### src/hw/ps2_pkg.sv
// Shared widths, register map and state encodings for the PS/2 receive port.
// The RTL modules refer to these through scoped names.
package ps2_pkg;

    // Bus and data widths.
    localparam int unsigned ADDR_W = 16;     // AXI4-Lite address width.
    localparam int unsigned DATA_W = 32;     // AXI4-Lite data width.
    localparam int unsigned BYTE_W = 8;      // One PS/2 data byte.

    // The clock line passes through this many flops before edge detection.
    localparam int unsigned SYNC_DEPTH = 4;

    // Inhibit timing. The counter is loaded with all ones on a rejected frame.
    localparam int unsigned INHIBIT_W = 14;
    localparam logic [INHIBIT_W-1:0] INHIBIT_CYCLES = 14'd16383;

    // Register offsets, kept at the positions software already expects.
    localparam logic [ADDR_W-1:0] ADDR_STATUS = 16'h0004;  // Status, read only.
    localparam logic [ADDR_W-1:0] ADDR_RXDATA = 16'h0008;  // Received byte, read clears full.
    localparam logic [ADDR_W-1:0] ADDR_GIE    = 16'h002C;  // Global interrupt enable.
    localparam logic [ADDR_W-1:0] ADDR_ISR    = 16'h0030;  // Interrupt status.
    localparam logic [ADDR_W-1:0] ADDR_IER    = 16'h0038;  // Interrupt enable.

    // Bit positions inside the 32-bit registers (big-endian layout).
    localparam int unsigned BIT_RX_FULL        = 29;  // In ISR and IER.
    localparam int unsigned BIT_STATUS_RX_FULL = 24;  // The status register uses a lower bit.
    localparam int unsigned BIT_GIE            = 7;
    localparam int unsigned RXDATA_LSB         = 24;  // Byte sits in bits 31:24.

    // Frame receiver states. The eight data bits share one state and a counter.
    typedef enum logic [1:0] {
        RX_IDLE,    // Waiting for a start bit.
        RX_DATA,    // Shifting in the eight data bits.
        RX_PARITY,  // Waiting for the parity bit.
        RX_STOP     // Byte taken, waiting for the stop bit.
    } rx_state_e;

    // Write channel states.
    typedef enum logic [1:0] {
        WR_ADDR,    // Waiting for an address on AW.
        WR_DATA,    // Waiting for data on W.
        WR_RESP     // Holding the response until BREADY.
    } wr_state_e;

    // Read channel states.
    typedef enum logic [0:0] {
        RD_ADDR,    // Waiting for an address on AR.
        RD_DATA     // Holding RDATA until RREADY.
    } rd_state_e;

endpackage
### src/hw/ps2_rx_top.sv
// PS/2 receive port with an AXI4-Lite register slave. The board buffer ties
// the clock pin output to 0, so ps2_clock_t_o is an active-low drive enable.
`timescale 1ns/1ps

module ps2_rx_top (
    input  logic                        ACLK,
    input  logic                        ARESETn,
    input  logic                        awvalid_i,
    output logic                        awready_o,
    input  logic [ps2_pkg::ADDR_W-1:0]  awaddr_i,
    input  logic                        wvalid_i,
    output logic                        wready_o,
    input  logic [ps2_pkg::DATA_W-1:0]  wdata_i,
    output logic                        bvalid_o,
    input  logic                        bready_i,
    input  logic                        arvalid_i,
    output logic                        arready_o,
    input  logic [ps2_pkg::ADDR_W-1:0]  araddr_i,
    output logic                        rvalid_o,
    input  logic                        rready_i,
    output logic [ps2_pkg::DATA_W-1:0]  rdata_o,
    input  logic                        ps2_clock_i,
    input  logic                        ps2_data_i,
    output logic                        ps2_clock_t_o,
    output logic                        interrupt_o
);

    logic                       clock_fall;     // Sampler to receiver.
    logic                       data_bit;
    logic [ps2_pkg::BYTE_W-1:0] rx_byte;        // Receiver to register slave.
    logic                       rx_byte_valid;
    logic                       rx_full;        // Back from the register slave.

    ps2_line_sampler u_sampler (
        .ACLK, .ARESETn, .ps2_clock_i, .ps2_data_i,
        .clock_fall_o (clock_fall),
        .data_bit_o   (data_bit)
    );

    ps2_frame_receiver u_receiver (
        .ACLK, .ARESETn,
        .clock_fall_i (clock_fall), .data_bit_i (data_bit), .rx_full_i (rx_full),
        .rx_byte_o (rx_byte), .rx_byte_valid_o (rx_byte_valid), .ps2_clock_t_o
    );

    ps2_axil_regs u_regs (
        .ACLK, .ARESETn,
        .awvalid_i, .awready_o, .awaddr_i, .wvalid_i, .wready_o, .wdata_i,
        .bvalid_o, .bready_i, .arvalid_i, .arready_o, .araddr_i,
        .rvalid_o, .rready_i, .rdata_o,
        .rx_byte_i (rx_byte), .rx_byte_valid_i (rx_byte_valid),
        .rx_full_o (rx_full), .interrupt_o
    );

endmodule

### src/hw/ps2_axil_regs.sv
// Third stage: AXI4-Lite register slave. Holds the received byte and its full
// flag, the interrupt enables, and drives the level interrupt.
`timescale 1ns/1ps

module ps2_axil_regs (
    input  logic                        ACLK,
    input  logic                        ARESETn,
    // Write address channel.
    input  logic                        awvalid_i,
    output logic                        awready_o,
    input  logic [ps2_pkg::ADDR_W-1:0]  awaddr_i,
    // Write data channel.
    input  logic                        wvalid_i,
    output logic                        wready_o,
    input  logic [ps2_pkg::DATA_W-1:0]  wdata_i,
    // Write response channel.
    output logic                        bvalid_o,
    input  logic                        bready_i,
    // Read address channel.
    input  logic                        arvalid_i,
    output logic                        arready_o,
    input  logic [ps2_pkg::ADDR_W-1:0]  araddr_i,
    // Read data channel.
    output logic                        rvalid_o,
    input  logic                        rready_i,
    output logic [ps2_pkg::DATA_W-1:0]  rdata_o,
    // From and to the frame receiver.
    input  logic [ps2_pkg::BYTE_W-1:0]  rx_byte_i,
    input  logic                        rx_byte_valid_i,
    output logic                        rx_full_o,
    output logic                        interrupt_o   // Level, active high.
);

    ps2_pkg::wr_state_e             wr_state;
    ps2_pkg::rd_state_e             rd_state;
    logic [ps2_pkg::ADDR_W-1:0]     wr_addr;      // Latched on the AW transfer.
    logic [ps2_pkg::BYTE_W-1:0]     rx_data;      // Last accepted byte.
    logic [ps2_pkg::DATA_W-1:0]     rd_word;      // Read mux output.
    logic                           rx_full;
    logic                           gie;          // Global interrupt enable.
    logic                           rx_full_ie;   // Receive-full interrupt enable.
    logic                           aw_xfer;
    logic                           w_xfer;
    logic                           ar_xfer;

    assign awready_o = (wr_state == ps2_pkg::WR_ADDR);
    assign wready_o  = (wr_state == ps2_pkg::WR_DATA);
    assign bvalid_o  = (wr_state == ps2_pkg::WR_RESP);
    assign arready_o = (rd_state == ps2_pkg::RD_ADDR);
    assign rvalid_o  = (rd_state == ps2_pkg::RD_DATA);

    assign aw_xfer = awvalid_i && awready_o;
    assign w_xfer  = wvalid_i && wready_o;
    assign ar_xfer = arvalid_i && arready_o;

    // Write channel: address first, then data, then the response.
    always_ff @(posedge ACLK) begin
        if (!ARESETn) begin
            wr_state   <= ps2_pkg::WR_ADDR;
            gie        <= 1'b0;
            rx_full_ie <= 1'b0;
        end else begin
            case (wr_state)
                ps2_pkg::WR_ADDR: if (aw_xfer) wr_state <= ps2_pkg::WR_DATA;
                ps2_pkg::WR_DATA: begin
                    if (w_xfer) begin
                        wr_state <= ps2_pkg::WR_RESP;
                        // Only the enable bits are writable. ISR and the rest ignore writes.
                        case (wr_addr)
                            ps2_pkg::ADDR_GIE: gie        <= wdata_i[ps2_pkg::BIT_GIE];
                            ps2_pkg::ADDR_IER: rx_full_ie <= wdata_i[ps2_pkg::BIT_RX_FULL];
                            default: ;
                        endcase
                    end
                end
                ps2_pkg::WR_RESP: if (bready_i) wr_state <= ps2_pkg::WR_ADDR;
                default: wr_state <= ps2_pkg::WR_ADDR;
            endcase
        end
    end

    always_ff @(posedge ACLK) begin
        if (aw_xfer) wr_addr <= awaddr_i;  // Used on the following W transfer.
    end

    // Register map as seen by a read. Unmapped offsets return zero.
    always_comb begin
        rd_word = '0;
        case (araddr_i)
            ps2_pkg::ADDR_STATUS: rd_word[ps2_pkg::BIT_STATUS_RX_FULL] = rx_full;
            ps2_pkg::ADDR_RXDATA: rd_word[ps2_pkg::RXDATA_LSB +: ps2_pkg::BYTE_W] = rx_data;
            ps2_pkg::ADDR_GIE:    rd_word[ps2_pkg::BIT_GIE] = gie;
            ps2_pkg::ADDR_ISR:    rd_word[ps2_pkg::BIT_RX_FULL] = rx_full;
            ps2_pkg::ADDR_IER:    rd_word[ps2_pkg::BIT_RX_FULL] = rx_full_ie;
            default: ;
        endcase
    end

    // Read channel. Data is captured on the AR transfer and held until RREADY.
    always_ff @(posedge ACLK) begin
        if (!ARESETn) begin
            rd_state <= ps2_pkg::RD_ADDR;
        end else begin
            case (rd_state)
                ps2_pkg::RD_ADDR: if (ar_xfer) rd_state <= ps2_pkg::RD_DATA;
                ps2_pkg::RD_DATA: if (rready_i) rd_state <= ps2_pkg::RD_ADDR;
                default: rd_state <= ps2_pkg::RD_ADDR;
            endcase
        end
    end

    always_ff @(posedge ACLK) begin
        if (ar_xfer) rdata_o <= rd_word;
    end

    // Holding byte. The receiver has already decided the byte is wanted.
    always_ff @(posedge ACLK) begin
        if (rx_byte_valid_i) rx_data <= rx_byte_i;
    end

    always_ff @(posedge ACLK) begin
        if (!ARESETn) begin
            rx_full <= 1'b0;
        end else if (rx_byte_valid_i) begin
            rx_full <= 1'b1;  // A new byte wins over a clearing read.
        end else if (ar_xfer && (araddr_i == ps2_pkg::ADDR_RXDATA)) begin
            rx_full <= 1'b0;
        end
    end

    assign rx_full_o   = rx_full;
    assign interrupt_o = gie && rx_full_ie && rx_full;

    // The write response waits for the master.
    a_bvalid_hold: assert property (
        @(posedge ACLK) disable iff (!ARESETn)
        bvalid_o && !bready_i |=> bvalid_o
    );

    // Read data waits for the master and does not change meanwhile.
    a_rvalid_hold: assert property (
        @(posedge ACLK) disable iff (!ARESETn)
        rvalid_o && !rready_i |=> rvalid_o && $stable(rdata_o)
    );

endmodule

### src/hw/ps2_frame_receiver.sv
// Second stage: assembles start, data, parity and stop bits into a byte and
// holds the PS/2 clock low to force a resend when the byte cannot be taken.
`timescale 1ns/1ps

module ps2_frame_receiver (
    input  logic                        ACLK,
    input  logic                        ARESETn,
    input  logic                        clock_fall_i,     // Falling edge strobe.
    input  logic                        data_bit_i,       // Synchronous data level.
    input  logic                        rx_full_i,        // Holding byte not yet read.
    output logic [ps2_pkg::BYTE_W-1:0]  rx_byte_o,
    output logic                        rx_byte_valid_o,  // One-cycle load strobe.
    output logic                        ps2_clock_t_o     // Low drives the clock pin low.
);

    ps2_pkg::rx_state_e                     state;
    logic [$clog2(ps2_pkg::BYTE_W)-1:0]     bit_cnt;      // Data bits taken so far.
    logic [ps2_pkg::BYTE_W-1:0]             shift_reg;    // Filled from the top, LSB first.
    logic [ps2_pkg::INHIBIT_W-1:0]          inhibit_cnt;  // Nonzero while inhibiting.
    logic                                   parity_ok;
    logic                                   accept;
    logic                                   reject;

    // Odd parity: the parity bit makes the total count of ones odd.
    assign parity_ok = (data_bit_i == ~^shift_reg);

    // Both decisions are made on the parity edge only.
    assign accept = (state == ps2_pkg::RX_PARITY) && clock_fall_i && parity_ok && !rx_full_i;
    assign reject = (state == ps2_pkg::RX_PARITY) && clock_fall_i && !accept;

    always_ff @(posedge ACLK) begin
        if (!ARESETn) begin
            state   <= ps2_pkg::RX_IDLE;
            bit_cnt <= '0;
        end else begin
            case (state)
                ps2_pkg::RX_IDLE: begin
                    // A real start bit cannot show up while we hold the clock low.
                    if (clock_fall_i && !data_bit_i && (inhibit_cnt == '0)) begin
                        state   <= ps2_pkg::RX_DATA;
                        bit_cnt <= '0;
                    end
                end
                ps2_pkg::RX_DATA: begin
                    if (clock_fall_i) begin
                        bit_cnt <= bit_cnt + 1'b1;
                        if (bit_cnt == 3'(ps2_pkg::BYTE_W - 1)) begin
                            state <= ps2_pkg::RX_PARITY;  // Eighth bit just arrived.
                        end
                    end
                end
                ps2_pkg::RX_PARITY: begin
                    if (accept) begin
                        state <= ps2_pkg::RX_STOP;
                    end else if (reject) begin
                        state <= ps2_pkg::RX_IDLE;  // The device will start over.
                    end
                end
                ps2_pkg::RX_STOP: begin
                    if (clock_fall_i) begin
                        state <= ps2_pkg::RX_IDLE;  // Stop bit level is not checked.
                    end
                end
                default: state <= ps2_pkg::RX_IDLE;
            endcase
        end
    end

    // Data shift register carries payload only.
    always_ff @(posedge ACLK) begin
        if ((state == ps2_pkg::RX_DATA) && clock_fall_i) begin
            shift_reg <= {data_bit_i, shift_reg[ps2_pkg::BYTE_W-1:1]};
        end
    end

    // Inhibit counter. Parity errors and overruns both reload it.
    always_ff @(posedge ACLK) begin
        if (!ARESETn) begin
            inhibit_cnt <= '0;
        end else if (reject) begin
            inhibit_cnt <= ps2_pkg::INHIBIT_CYCLES;
        end else if (inhibit_cnt != '0) begin
            inhibit_cnt <= inhibit_cnt - 1'b1;
        end
    end

    assign rx_byte_o       = shift_reg;            // Complete while in the parity state.
    assign rx_byte_valid_o = accept;
    assign ps2_clock_t_o   = (inhibit_cnt == '0);  // Release the line when the count runs out.

    // No frame may start while the bus is being inhibited.
    a_no_start_while_inhibit: assert property (
        @(posedge ACLK) disable iff (!ARESETn)
        (state == ps2_pkg::RX_IDLE) && (inhibit_cnt != '0) |=> state != ps2_pkg::RX_DATA
    );

    // One frame yields at most one load strobe.
    a_valid_single_cycle: assert property (
        @(posedge ACLK) disable iff (!ARESETn)
        rx_byte_valid_o |=> !rx_byte_valid_o
    );

endmodule

### src/hw/ps2_line_sampler.sv
// First stage of the PS/2 receiver: brings the pins into the ACLK domain
// and flags each falling edge of the device clock with a one-cycle strobe.
`timescale 1ns/1ps

module ps2_line_sampler (
    input  logic ACLK,
    input  logic ARESETn,
    input  logic ps2_clock_i,   // Asynchronous PS/2 clock pin.
    input  logic ps2_data_i,    // Asynchronous PS/2 data pin.
    output logic clock_fall_o,  // High for one cycle per falling clock edge.
    output logic data_bit_o     // Data pin level, synchronous to ACLK.
);

    logic [ps2_pkg::SYNC_DEPTH-1:0] clock_dly;  // Tap 0 is the newest sample.
    logic [1:0]                     data_dly;

    always_ff @(posedge ACLK) begin
        if (!ARESETn) begin
            // An idle bus sits high, so preset the taps and avoid a false edge.
            clock_dly    <= '1;
            data_dly     <= '1;
            clock_fall_o <= 1'b0;
        end else begin
            clock_dly <= {clock_dly[ps2_pkg::SYNC_DEPTH-2:0], ps2_clock_i};
            data_dly  <= {data_dly[0], ps2_data_i};  // Two flops are enough for data.
            // Older tap still high while the next one is already low.
            clock_fall_o <= clock_dly[ps2_pkg::SYNC_DEPTH-1] &
                            ~clock_dly[ps2_pkg::SYNC_DEPTH-2];
        end
    end

    // The device changes data while the clock is high, long before the edge.
    assign data_bit_o = data_dly[1];

endmodule

### config.mk
export PLATFORM = sky130hd
export DESIGN_NAME = ps2_rx_top
export DESIGN_NICKNAME = d
export VERILOG_FILES = /design/src/hw/ps2_pkg.sv /design/src/hw/ps2_rx_top.sv /design/src/hw/ps2_axil_regs.sv /design/src/hw/ps2_frame_receiver.sv /design/src/hw/ps2_line_sampler.sv
export SDC_FILE = /design/constraint.sdc
export NUM_CORES = 1
export LEC_CHECK = 0
export BUFFER_PORTS_ARGS = -buffer_cell sky130_fd_sc_hd__buf_4
export CORE_MARGIN = 10
export CORE_UTILIZATION = 44
export CTS_CLUSTER_SIZE = 24
export DETAILED_ROUTE_END_ITERATION = 10
export GPL_TIMING_DRIVEN = 1
export PLACE_DENSITY = 0.78
export SETUP_SLACK_MARGIN = 0.15
export SLEW_MARGIN = 30
export SYNTH_ARGS = -nofsm -noshare
export SYNTH_HDL_FRONTEND = slang
export SYNTH_SLANG_ARGS = --single-unit
export TNS_END_PERCENT = 100
### constraint.sdc
create_clock -name ACLK -period 2.07 [get_ports ACLK]
set_input_delay 0.207 -clock ACLK [delete_from_list [all_inputs] [get_ports ACLK]]
set_output_delay 0.207 -clock ACLK [all_outputs]
set_load 0.03 [all_outputs]
Yosys cells after proc, flatten, opt, wreduce, memory -nomap -nowiden. Index checks and enable logic that the tools add are counted.

$add $sub $neg: 2. Equality and inequality tests: 22. Muxes and demuxes: 23. Bitwise operators: 3. Reduce and logical (&&, ||, !) cells: 29.

Operators with widths (number): == test 16 x 6 -> 1 bit, second input constant (5); two-way mux 14 bit (2); two-way mux 2 bit (9); == test 16 x 3 -> 1 bit, second input constant (1); == test 16 x 4 -> 1 bit, second input constant (1); logical NOT 14 bit (1); nonzero test 14 bit (1); subtractor 14 x 1 -> 14 bit, second input constant (1); logical AND 1 bit (13); AND reduction 3 bit (4); inequality test 2 bit, second input constant (4); one-hot mux 2 bit (4 select lines) (1); XNOR reduction 8 bit (1); == test 2 bit, second input constant (3); two-way mux 3 bit (2); inequality test 2 x 1 -> 1 bit, second input constant (3); one-hot mux 2 bit (3 select lines) (1); one-hot mux 3 bit (2 select lines) (1); nonzero test 2 bit (3); AND reduction 5 bit (1); == test 2 x 1 -> 1 bit, second input constant (2); logical NOT 2 bit (2); two-way mux 1 bit (4); one-hot mux 1 bit (2 select lines) (2); other kinds (8) (11).

Register bits: 73. Output and inout port bits: 39.

Logic depth before layout (Yosys ltp). Gate-level depths: netlist of the first run.

Depth after elaboration: 9. Gate-level depth with buffers: 8. Gate-level depth less buffers: 7.

Hierarchy. From an unflattened synthesis of the first run, not the netlist that was laid out.

Cell total of the unflattened synthesis: 269. Area, all modules: 3203.1 um^2.

Modules (own cells, without submodules): ps2_axil_regs (times used 1, cells each 121, area each 1675.4 um^2, sequential area each 1111.1 um^2); ps2_frame_receiver (times used 1, cells each 134, area each 1341.3 um^2, sequential area each 620.6 um^2); ps2_line_sampler (times used 1, cells each 14, area each 186.4 um^2, sequential area each 140.1 um^2).

Worst setup path after synthesis of the first run. Ideal clock, no wire load.

Kind: reg2reg. Start: register u_receiver.shift_reg, in the netlist u_receiver.rx_byte_o[2]. End: register u_regs.rx_data[0] (netlist bit), enable pin. Arrival: 1786 ps. Path slack: -40 ps. Stages on the path, launching flop included: 6. Buffers on the path: 0. Clock period less this slack: 2110 ps. Path through: edfxtp_1 xnor2_1 xnor3_1 xnor2_1 or3b_2 inv_1.

Cells in the longest elaborated chain, start to end: 4.

Ends and longest elaborated chain: start, declared (line ps2_frame_receiver.sv:18) `logic [ps2_pkg::BYTE_W-1:0] shift_reg;`; start signal, assigned (line ps2_frame_receiver.sv:72) `shift_reg <= {data_bit_i, shift_reg[ps2_pkg::BYTE_W-1:1]};`; XNOR reduction 8 bit (line ps2_frame_receiver.sv:25) `assign parity_ok = (data_bit_i == ~^shift_reg);`; == test 1 bit (line ps2_frame_receiver.sv:25); logical AND 1 bit (2 in series) (line ps2_frame_receiver.sv:28) `assign accept = (state == ps2_pkg::RX_PARITY) && clock_fall_i && parity_ok && !rx_full_i;`; named net rx_byte_valid (line ps2_rx_top.sv:31) `logic rx_byte_valid;`; end signal, assigned (line ps2_axil_regs.sv:118) `if (rx_byte_valid_i) rx_data <= rx_byte_i;`; end, declared (line ps2_axil_regs.sv:37) `logic [ps2_pkg::BYTE_W-1:0] rx_data;`.

The timed path passes the listed nets, and every way through them passes these cells. A chain may end at the register's enable or synchronous reset.

Worst setup path after layout of the first run.
Start: register u_receiver.shift_reg, in the netlist u_receiver.rx_byte_o[2]. End: register u_regs.rx_data[4] (netlist bit), enable pin.

The elaborated chain is that of the path after synthesis.

==> results.toml, run 1 <==
[pwr]
design_power_total_mw = 4.92
p_per_area_nw_per_um2 = 1200
power.static_leakage_nw = 1.63
irDropWorstVdd_mv = 0.479

[cts]
clk_latency_ns = 0.34
cts_max_path_buffers = 2
clk_root_buffer_cell = "sky130_fd_sc_hd__clkbuf_8"
clkTransAtPathRegs_ns = 0.08
cts_htree_levels = 3
tritoncts_num_sinks = 73
tritoncts = "built"
postCtsHoldBufs = 0
cts_inserted_buffers = 9

[synth]
library_cells_used_by_synthesis = 45
post_synth_most_frequent_cells = "41 x sky130_fd_sc_hd__edfxtp_1, 32 x sky130_fd_sc_hd__dfxtp_1, 24 x sky130_fd_sc_hd__buf_4"
netlist.area_leader.share = 0.395
synth.avg_cell_area_um2 = 11.9
ys_dominant_reg_cell = "sky130_fd_sc_hd__edfxtp_1"
postSynthCellCount = 261
yosysWarnings = 0
synth_edf_count = 41
post-synth-top-area-cell = "sky130_fd_sc_hd__edfxtp_1"
post_synth_instance_area_um2 = 3110
ys_seq_area_frac = 0.601
asyncSetResetFlopFracSynth = 0
library_cell_with_the_highest_instance_count_after_synthesis = "sky130_fd_sc_hd__edfxtp_1"
synth-seq-cells = 73
netlist_top_cells_area = "sky130_fd_sc_hd__edfxtp_1 40%, sky130_fd_sc_hd__dfxtp_1 21%, sky130_fd_sc_hd__buf_4 5.8%, sky130_fd_sc_hd__xnor2_1 3.9%, sky130_fd_sc_hd__nor4_1 2.2%"

[finish]
post-route-cell-area_um2 = 4090
fill_cells = 555
design.final.nets = 422
layout-drive-gt1-share = 0.340
antennaDiodeCount = 0
area_growth_syn_to_layout_pct = 31.4

[critical_path]
delay_of_the_slowest_cell_on_the_worst_path_ns = 0.46
crit_path_max_fanout = 8
critPathLaunchType = "register"
worst_path_max_delay_cell = "sky130_fd_sc_hd__edfxtp_1"
setup.worst_path.class = "reg -> reg"
path_cells = "xnor2_2 > xnor3_1 > xnor2_1 > or3b_4 > inv_6"
required_ns = 2.13
critical_path_capture_point_type = "register"
data_arrival_time_at_the_worst_slack_endpoint_ns = 2.13

[global_routing]
globalRouteTotalUtil = 0.115
gr-usage-met2 = 0.187
grt_most_used_layer = "met2"
grt_start_max_net_pins = 25
first_pass_grt_wire_length_mm = 10.4
grt.overflow.total = 0
first_global_vias = 2184
initial_antenna_violation_count = 0
gr_met1_demand_resource = 0.134
groute.layer.met3.usage = 0.0527

[placed_design]
detailedPlace.worstSlack_ns = -0.0396
dp_hpwl_mm = 4.70
io_buffer_count = 58
postPlaceCellArea_um2 = 3650
place_congestion = 0.768

[timing]
setup_viol = 4
fin_worst_skew_ns = 0.00879
period_share = 1.00
rsz0062_at_grt = "yes"
fin_worst_hold_slack_ns = 0.0388
layout_min_cycle_time_ns = 2.07
timing.final.max_slew_violations = 0
max_clock_freq_mhz = 483
hold_viol_final = 0
relSlewSlack = 0.505
layout_setup_ws_ns = -0.00128
max_slew.worst_pin.slew_ns = 0.741

[drt]
finalWirelength_mm = 6.36
drc_errors = 0
ant_nets = 0
detail_route.wl_per_cell_um = 14.3
drt_pre_antenna_iters = 4
dr_total_vias = 2145
initialDrtViolationCount = 67
viasPerCell = 4.81

[job]
max_cap_viol_count = 0

[min_path]
min-delay-path-class = "in -> reg"

[floorplanning]
initial_core_util = 0.456
die-area_um2 = 10800
core.rowCount = 30
core_ar_um2 = 6830
ios = 112
chipHeight_um = 104
floorplan.die.width_um = 104

[run_status]
failed_checks = "negative setup slack"
result_of_the_run = "finished, violations left"
-- cells in the final DEF, fill, tap and decap left out, drive strengths merged, types with 4 or more instances in the layout --
cell / netlist / final
and2: 8 / 8
nor3: 5 / 5
xnor2: 14 / 14
mux2i: 6 / 6
nor2: 16 / 16
dfxtp: 32 / 32
buf: 27 / 78
a21oi: 11 / 11
nand2b: 8 / 8
nor4b: 4 / 4
ha: 4 / 4
o21ai: 13 / 13
clkbuf: 1 / 11
nor2b: 8 / 8
conb: 1 / 23
nand2: 8 / 8
inv: 11 / 12
edfxtp: 41 / 41
nor4: 11 / 11
-- logic make-up (layout without fill, tap and decap cells) --
family / Yosys count / count (layout) / synth area share
AOI/OAI and AO/OA: 36 / 36 / 0.0711
other: 1 / 23 / 0.00120
muxes: 6 / 6 / 0.0193
adders and majority gates: 4 / 4 / 0.0161
DFF: 73 / 73 / 0.601
buffers and inverters: 39 / 106 / 0.0764
and+or+nand+nor: 87 / 87 / 0.168
xor gates and xnor gates: 15 / 15 / 0.0466
-- metrics by stage --
step	TNS, ns	cells	utilization
4_1_cts	0	442	0.581
3_3_place_gp	0	418	0.534
5_1_grt	-0.687	446	0.599
6_report	-0.00433	446	0.599
3_5_place_dp	-0.315	418	0.534
2_1_floorplan	0	283	-
-- final cells by class --
class / instances / area, um2 / area share
Clock buffer: 10 / 128 / 0.0312
Timing Repair Buffer: 79 / 633 / 0.155
Sequential cell: 73 / 1880 / 0.459
Clock inverter: 6 / 115 / 0.0281
Multi-Input combinational cell: 171 / 1170 / 0.286
Tap cell: 96 / 120 / 0.0294
Inverter: 11 / 46.3 / 0.0113
-- worst max-delay path: cells and delay by family (launching register included) --
kind          cells  cell delay, ns
buf+inv           1            0.11
flops             1            0.46
xor+xnor          3            0.78
simple gates      1            0.43
-- metal layers --
layer	up-vias	wire, um
li1	1062	-
met1	994	2740
met2	80	3010
met3	9	521
met4	0	80
met5	-	0
-- path summary, 6_finish.rpt --
kind,start,to,slack [ns],depth (start not counted)
max,u_receiver.rx_byte_o[2],u_regs.rx_data[4],-0.001,5
min,awaddr_i[8],u_regs.wr_addr[8],0.04,1
max reg2reg,u_receiver.rx_byte_o[2],u_regs.rx_data[4],-0.001,5
min reg2reg,u_sampler.clock_dly[0],u_sampler.clock_dly[1],0.41,1
-- power breakdown --
part	internal [mW]	leakage (nW)	switching (mW)
clock	0.807	0.117	0.517
combinational	0.947	0.868	0.810
sequential	1.70	0.649	0.139
total	3.45	1.63	1.47
-- sequential cells by signal, summed over array words and instances, names as in the netlist --
name / cells
u_receiver.bit_cnt: 3
u_receiver.inhibit_cnt: 14
u_receiver.rx_byte_o: 8
u_receiver.state: 2
u_regs.gie: 1
u_regs.rdata_o: 9
u_regs.rvalid_o: 1
u_regs.rx_data: 8
u_regs.rx_full_ie: 1
u_regs.rx_full_o: 1
u_regs.wr_addr: 16
u_regs.wr_state: 2
u_sampler.clock_dly: 4
u_sampler.clock_fall_o: 1
u_sampler.data_dly: 2
-- repair_timing --
item,in CTS,in global routing
pin swaps,7,9
setup buffers,8,3
endpoints found under the setup margin,24,27
gates resized for setup,6,19
gates cloned,0,1
Note: power is estimated with default switching activity, not from simulation.
==> run 2: changes to the inputs <==
--- a/config.mk
+++ b/config.mk
@@ -6,6 +6,8 @@
 export NUM_CORES = 1
 export LEC_CHECK = 0
 export BUFFER_PORTS_ARGS = -buffer_cell sky130_fd_sc_hd__buf_4
+export CAP_MARGIN = 20
+export CORE_ASPECT_RATIO = 1.25
 export CORE_MARGIN = 10
 export CORE_UTILIZATION = 44
 export CTS_CLUSTER_SIZE = 24
==> results.toml, run 2 (synthesized netlist as in run 1, its figures left out) <==
[global_routing]
gr_met1_demand_resource = 0.110
first_pass_grt_wire_length_mm = 9.72
groute.layer.met3.usage = 0.0447
initial_antenna_violation_count = 0
grt_start_max_net_pins = 25
first_global_vias = 2217
grt_most_used_layer = "met2"
globalRouteTotalUtil = 0.113
grt.overflow.total = 0
gr-usage-met2 = 0.197

[critical_path]
critical_path.reg2reg.endpoint = "u_regs.rx_data[0]"
required_ns = 1.86
data_arrival_time_at_the_worst_slack_endpoint_ns = 1.81
critical_path_capture_point_type = "output pin"
setup.reg_to_reg.worst_slack_ns = 0.07
critPathLaunchType = "register"
timing.rr.start = "u_receiver.rx_byte_o[5]"
crit_path_max_fanout = 4
setup.worst_path.class = "reg -> out"
timing.reg2reg.worst_path_depth = 5

[cts]
cts_inserted_buffers = 9
tritoncts = "built"
clk_root_buffer_cell = "sky130_fd_sc_hd__clkbuf_8"
tritoncts_num_sinks = 73
clkTransAtPathRegs_ns = 0.07
cts_max_path_buffers = 2
clk_latency_ns = 0.34
postCtsHoldBufs = 0
cts_htree_levels = 3

[min_path]
worstHoldEndpoint = "u_regs.wr_addr[12]"
min-delay-path-class = "in -> reg"
min_path_cells = 1
hp-start = "awaddr_i[12]"

[placed_design]
detailedPlace.worstSlack_ns = 0.0551
postPlaceCellArea_um2 = 3630
io_buffer_count = 58
place_congestion = 0.797
dp_hpwl_mm = 4.51

[timing]
max_clock_freq_mhz = 495
rsz0062_at_grt = "yes"
max_slew.worst_pin.slew_ns = 0.751
layout_setup_ws_ns = 0.0497
period_share = 0.976
layout_min_cycle_time_ns = 2.02
timing.final.max_slew_violations = 0
relSlewSlack = 0.499
hold_viol_final = 0
setup-tns-final_ns = 0
fin_worst_skew_ns = 0.00764
setup_viol = 0

[finish]
antennaDiodeCount = 0
layout-drive-gt1-share = 0.331
layout.cells.most_common_list = "75 x sky130_fd_sc_hd__buf_4, 41 x sky130_fd_sc_hd__edfxtp_1, 29 x sky130_fd_sc_hd__dfxtp_1"
mostFrequentLayoutCell = "sky130_fd_sc_hd__buf_4"
design.final.nets = 422
area_growth_syn_to_layout_pct = 27.0
post-route-cell-area_um2 = 3950
largest_register_ffs = 16
layout_top_registers = "u_regs.wr_addr (16), u_receiver.inhibit_cnt (14), u_regs.rdata_o (9)"
postLayoutCoreUtil = 0.570
top_register = "u_regs.wr_addr"

[drt]
viasPerCell = 4.87
dr_total_vias = 2144
drc_errors = 0
finalWirelength_mm = 6.17
ant_nets = 0
initialDrtViolationCount = 144
detail_route.wl_per_cell_um = 14.0
drt_pre_antenna_iters = 4

[floorplanning]
floorplan.die.width_um = 95.2
ios = 112
initial_core_util = 0.449
chipHeight_um = 114
core_ar_um2 = 6930
core.rowCount = 34
die-area_um2 = 10900

[pwr]
power.static_leakage_nw = 1.58
design_power_total_mw = 4.25
irDropWorstVdd_mv = 0.805
p_per_area_nw_per_um2 = 1080

[job]
max_cap_viol_count = 0

[run_status]
result_of_the_run = "finished, final reports clean"
[run 2: changes by cell type in the layout (fill, tap and decap cells not counted), sizes merged]
cell,delta
bufinv,-3
clkbuf,-2
clkinv,+2
buf,+1
clkinvlp,+2
[run 2: worst max-delay path: stages, from the launching register on]
cell and delay [ns]:
sky130_fd_sc_hd__dfxtp_2 0.34, sky130_fd_sc_hd__or4_4 0.54, sky130_fd_sc_hd__nor4b_4 0.31, sky130_fd_sc_hd__buf_6 0.15, sky130_fd_sc_hd__buf_6 0.12
[run 2: layout make-up]
class	instances	area (um2)
Fill cell	611	2980
Sequential cell	73	1880
Clock inverter	7	46.3
Clock buffer	9	124
Timing Repair Buffer	79	608
Inverter	11	46.3
Tap cell	90	113
Multi-Input combinational cell	171	1140
[run 2: where the power goes]
group	switching, mW	leakage [nW]	total [mW]	internal [mW]
Sequential	0.138	0.649	1.84	1.70
Clock	0.519	0.0814	0.950	0.431
Combinational	0.716	0.849	1.47	0.754
Total	1.37	1.58	4.25	2.88
[run 2: through the flow]
step / hold slack, ns / std cells
floorplan: 0.280 / 283
global placement: 0.386 / 411
detailed placement: 0.386 / 411
CTS: 0.0167 / 438
global route: 0.0229 / 440
finish: 0.0423 / 440
[run 2: worst max-delay path by stage]
stage / from / endpoint / slack, ns / depth (start not counted)
floorplan: u_receiver.inhibit_cnt[0] / u_receiver.bit_cnt[0] / 0.12 / 7
global placement: u_receiver.rx_byte_o[2] / u_regs.rx_data[7] / 0.06 / 5
detailed placement: u_receiver.rx_byte_o[2] / u_regs.rx_data[7] / 0.06 / 5
CTS: u_receiver.inhibit_cnt[0] / ps2_clock_t_o / 0.01 / 6
global route: u_receiver.inhibit_cnt[5] / ps2_clock_t_o / -0.04 / 4
finish: u_receiver.inhibit_cnt[5] / ps2_clock_t_o / 0.05 / 4
[run 2: repair_timing]
action / 4_1_cts / 5_1_grt
buffers inserted: 11 / 2
gates resized for setup: 6 / 8
endpoints found under the setup margin: 19 / 24
pin swaps: 6 / 5
[run 2: routing by layer]
metal | vias up | wire length (um)
met5 | - | 0
met4 | 0 | 146
met3 | 14 | 653
met2 | 74 | 3070
met1 | 996 | 2300
li1 | 1060 | -
==> run 3: changes to the inputs <==
--- a/config.mk
+++ b/config.mk
@@ -9,11 +9,12 @@
 export CAP_MARGIN = 20
 export CORE_ASPECT_RATIO = 1.25
 export CORE_MARGIN = 10
-export CORE_UTILIZATION = 44
+export CORE_UTILIZATION = 46
+export CTS_BUF_LIST = sky130_fd_sc_hd__clkbuf_8
 export CTS_CLUSTER_SIZE = 24
 export DETAILED_ROUTE_END_ITERATION = 10
 export GPL_TIMING_DRIVEN = 1
-export PLACE_DENSITY = 0.78
+export PLACE_DENSITY = 0.81
 export SETUP_SLACK_MARGIN = 0.15
 export SLEW_MARGIN = 30
 export SYNTH_ARGS = -nofsm -noshare
==> results.toml, run 3 (synthesized netlist as in run 1, its figures left out) <==
[placed_design]
place_congestion = 0.817
dp_hpwl_mm = 4.65
detailedPlace.worstSlack_ns = -0.0152
place_inst = 409
io_buffer_count = 58
postPlaceCellArea_um2 = 3630

[global_routing]
globalRouteTotalUtil = 0.122
initial_antenna_violation_count = 0
grt_start_max_net_pins = 25
first_pass_grt_wire_length_mm = 10.1
first_global_vias = 2201
grt.overflow.total = 0

[timing]
max_slew.worst_pin.slew_ns = 0.792
rsz0062_at_grt = "yes"
relSlewSlack = 0.472
timing.final.max_slew_violations = 0
setup_viol = 0
hold_viol_final = 0
setup-tns-final_ns = 0
layout_setup_ws_ns = 0.0262
period_share = 0.987
layout_min_cycle_time_ns = 2.04
max_clock_freq_mhz = 489
fin_worst_skew_ns = 0.00622
fin_worst_hold_slack_ns = 0.0369

[critical_path]
data_arrival_time_at_the_worst_slack_endpoint_ns = 2.11
required_ns = 2.13
crit_path_max_fanout = 8
critical_path_capture_point_type = "register"
setup.worst_path.class = "reg -> reg"
critPathLaunchType = "register"

[cts]
clk_latency_ns = 0.34
tritoncts = "built"
cts_htree_levels = 3
cts_inserted_buffers = 9
cts_max_path_buffers = 2
tritoncts_num_sinks = 73
clk_root_buffer_cell = "sky130_fd_sc_hd__clkbuf_8"
postCtsHoldBufs = 0
clkTransAtPathRegs_ns = 0.08

[finish]
post-route-cell-area_um2 = 3970
area_growth_syn_to_layout_pct = 27.5
layout-drive-gt1-share = 0.333
design.final.nets = 423
layout.cells.most_common_list = "78 x sky130_fd_sc_hd__buf_4, 41 x sky130_fd_sc_hd__edfxtp_1, 29 x sky130_fd_sc_hd__dfxtp_1"
mostFrequentLayoutCell = "sky130_fd_sc_hd__buf_4"
postLayoutCoreUtil = 0.605
fill_cells = 534
layout_top_registers = "u_regs.wr_addr (16), u_receiver.inhibit_cnt (14), u_regs.rdata_o (9)"
top_register = "u_regs.wr_addr"
antennaDiodeCount = 0
final_cells = 438
largest_register_ffs = 16

[drt]
route.top_layer_used = "met4"
ant_nets = 0
finalWirelength_mm = 6.36
wirelength_met1_mm = 2.40
initialDrtViolationCount = 101
dr_total_vias = 2136
route.met3.wl_um = 620
detail_route.wl_per_cell_um = 14.5
drt_pre_antenna_iters = 4
detailroute.wirelength.met2_mm = 3.19
viasPerCell = 4.88
drc_errors = 0

[job]
max_cap_viol_count = 0

[pwr]
total_switching_power_mw = 1.38
netSwitchingFraction = 0.314
p_int_mw = 3.02
power.static_leakage_nw = 1.60
p_per_area_nw_per_um2 = 1110
irDropWorstVdd_mv = 0.765
comb_power_share = 0.340
design_power_total_mw = 4.41
power.share.clock = 0.245
seq_power_share = 0.415

[floorplanning]
die-area_um2 = 10500
chipHeight_um = 112
initial_core_util = 0.474
core.rowCount = 33
ios = 112
floorplan.die.width_um = 93.6
core_ar_um2 = 6570

[run_status]
result_of_the_run = "finished, final reports clean"

[min_path]
min-delay-path-class = "in -> reg"
run 3: cell types whose count changed in the layout (fill, tap and decap cells not counted), sizes merged:
cell | before | now
bufinv | 0 | 1
clkinv | 3 | 4
buf | 79 | 80
clkinvlp | 3 | 1
run 3: worst max-delay path, stage by stage, from the launching register on:
cell,delay [ns]
sky130_fd_sc_hd__edfxtp_1,0.42
sky130_fd_sc_hd__xnor2_1,0.20
sky130_fd_sc_hd__xnor3_1,0.46
sky130_fd_sc_hd__xnor2_2,0.15
sky130_fd_sc_hd__or3b_4,0.43
sky130_fd_sc_hd__inv_6,0.11
run 3: worst paths after layout:
| check | startpoint | to | slack [ns] | cells after the start |
|---|---|---|---|---|
| worst max-delay path | u_receiver.rx_byte_o[5] | u_regs.rx_data[1] | 0.03 | 5 |
| worst min-delay path | awaddr_i[14] | u_regs.wr_addr[14] | 0.04 | 1 |
| worst max register to register | u_receiver.rx_byte_o[5] | u_regs.rx_data[1] | 0.03 | 5 |
| worst min register to register | u_sampler.clock_dly[0] | u_sampler.clock_dly[1] | 0.41 | 1 |
run 3: layer usage:
metal	GRT usage	up-vias
li1	-	1067
met5	0	-
met1	0.122	984
met3	0.0444	11
met2	0.210	74
met4	0.0721	0
run 3: final cells by class:
cell class / instances / area (um2) / area share
inverter: 11 / 46.3 / 0.0117
clock buffer: 9 / 124 / 0.0312
multi-input combinational: 171 / 1140 / 0.286
sequential: 73 / 1880 / 0.473
timing repair buffer: 80 / 608 / 0.153
clock inverter: 7 / 70.1 / 0.0177
tap: 87 / 109 / 0.0274
run 3: timing repair:
| action | 4_1_cts | 5_1_grt |
|---|---|---|
| setup endpoints to repair | 18 | 30 |
| gates cloned | 0 | 1 |
| pin swaps | 7 | 7 |
| gates resized for setup | 7 | 12 |
| setup buffers | 11 | 1 |
run 3: power by group through the flow:
stage / sequential [mW] / combinational (mW) / clock (mW)
after floorplan: 1.85 / 1.03 / 0
after global placement: 1.85 / 1.24 / 0
after detailed placement: 1.86 / 1.27 / 0
after CTS: 1.82 / 1.46 / 1.10
after global routing: 1.85 / 1.66 / 1.17
final: 1.83 / 1.50 / 1.08
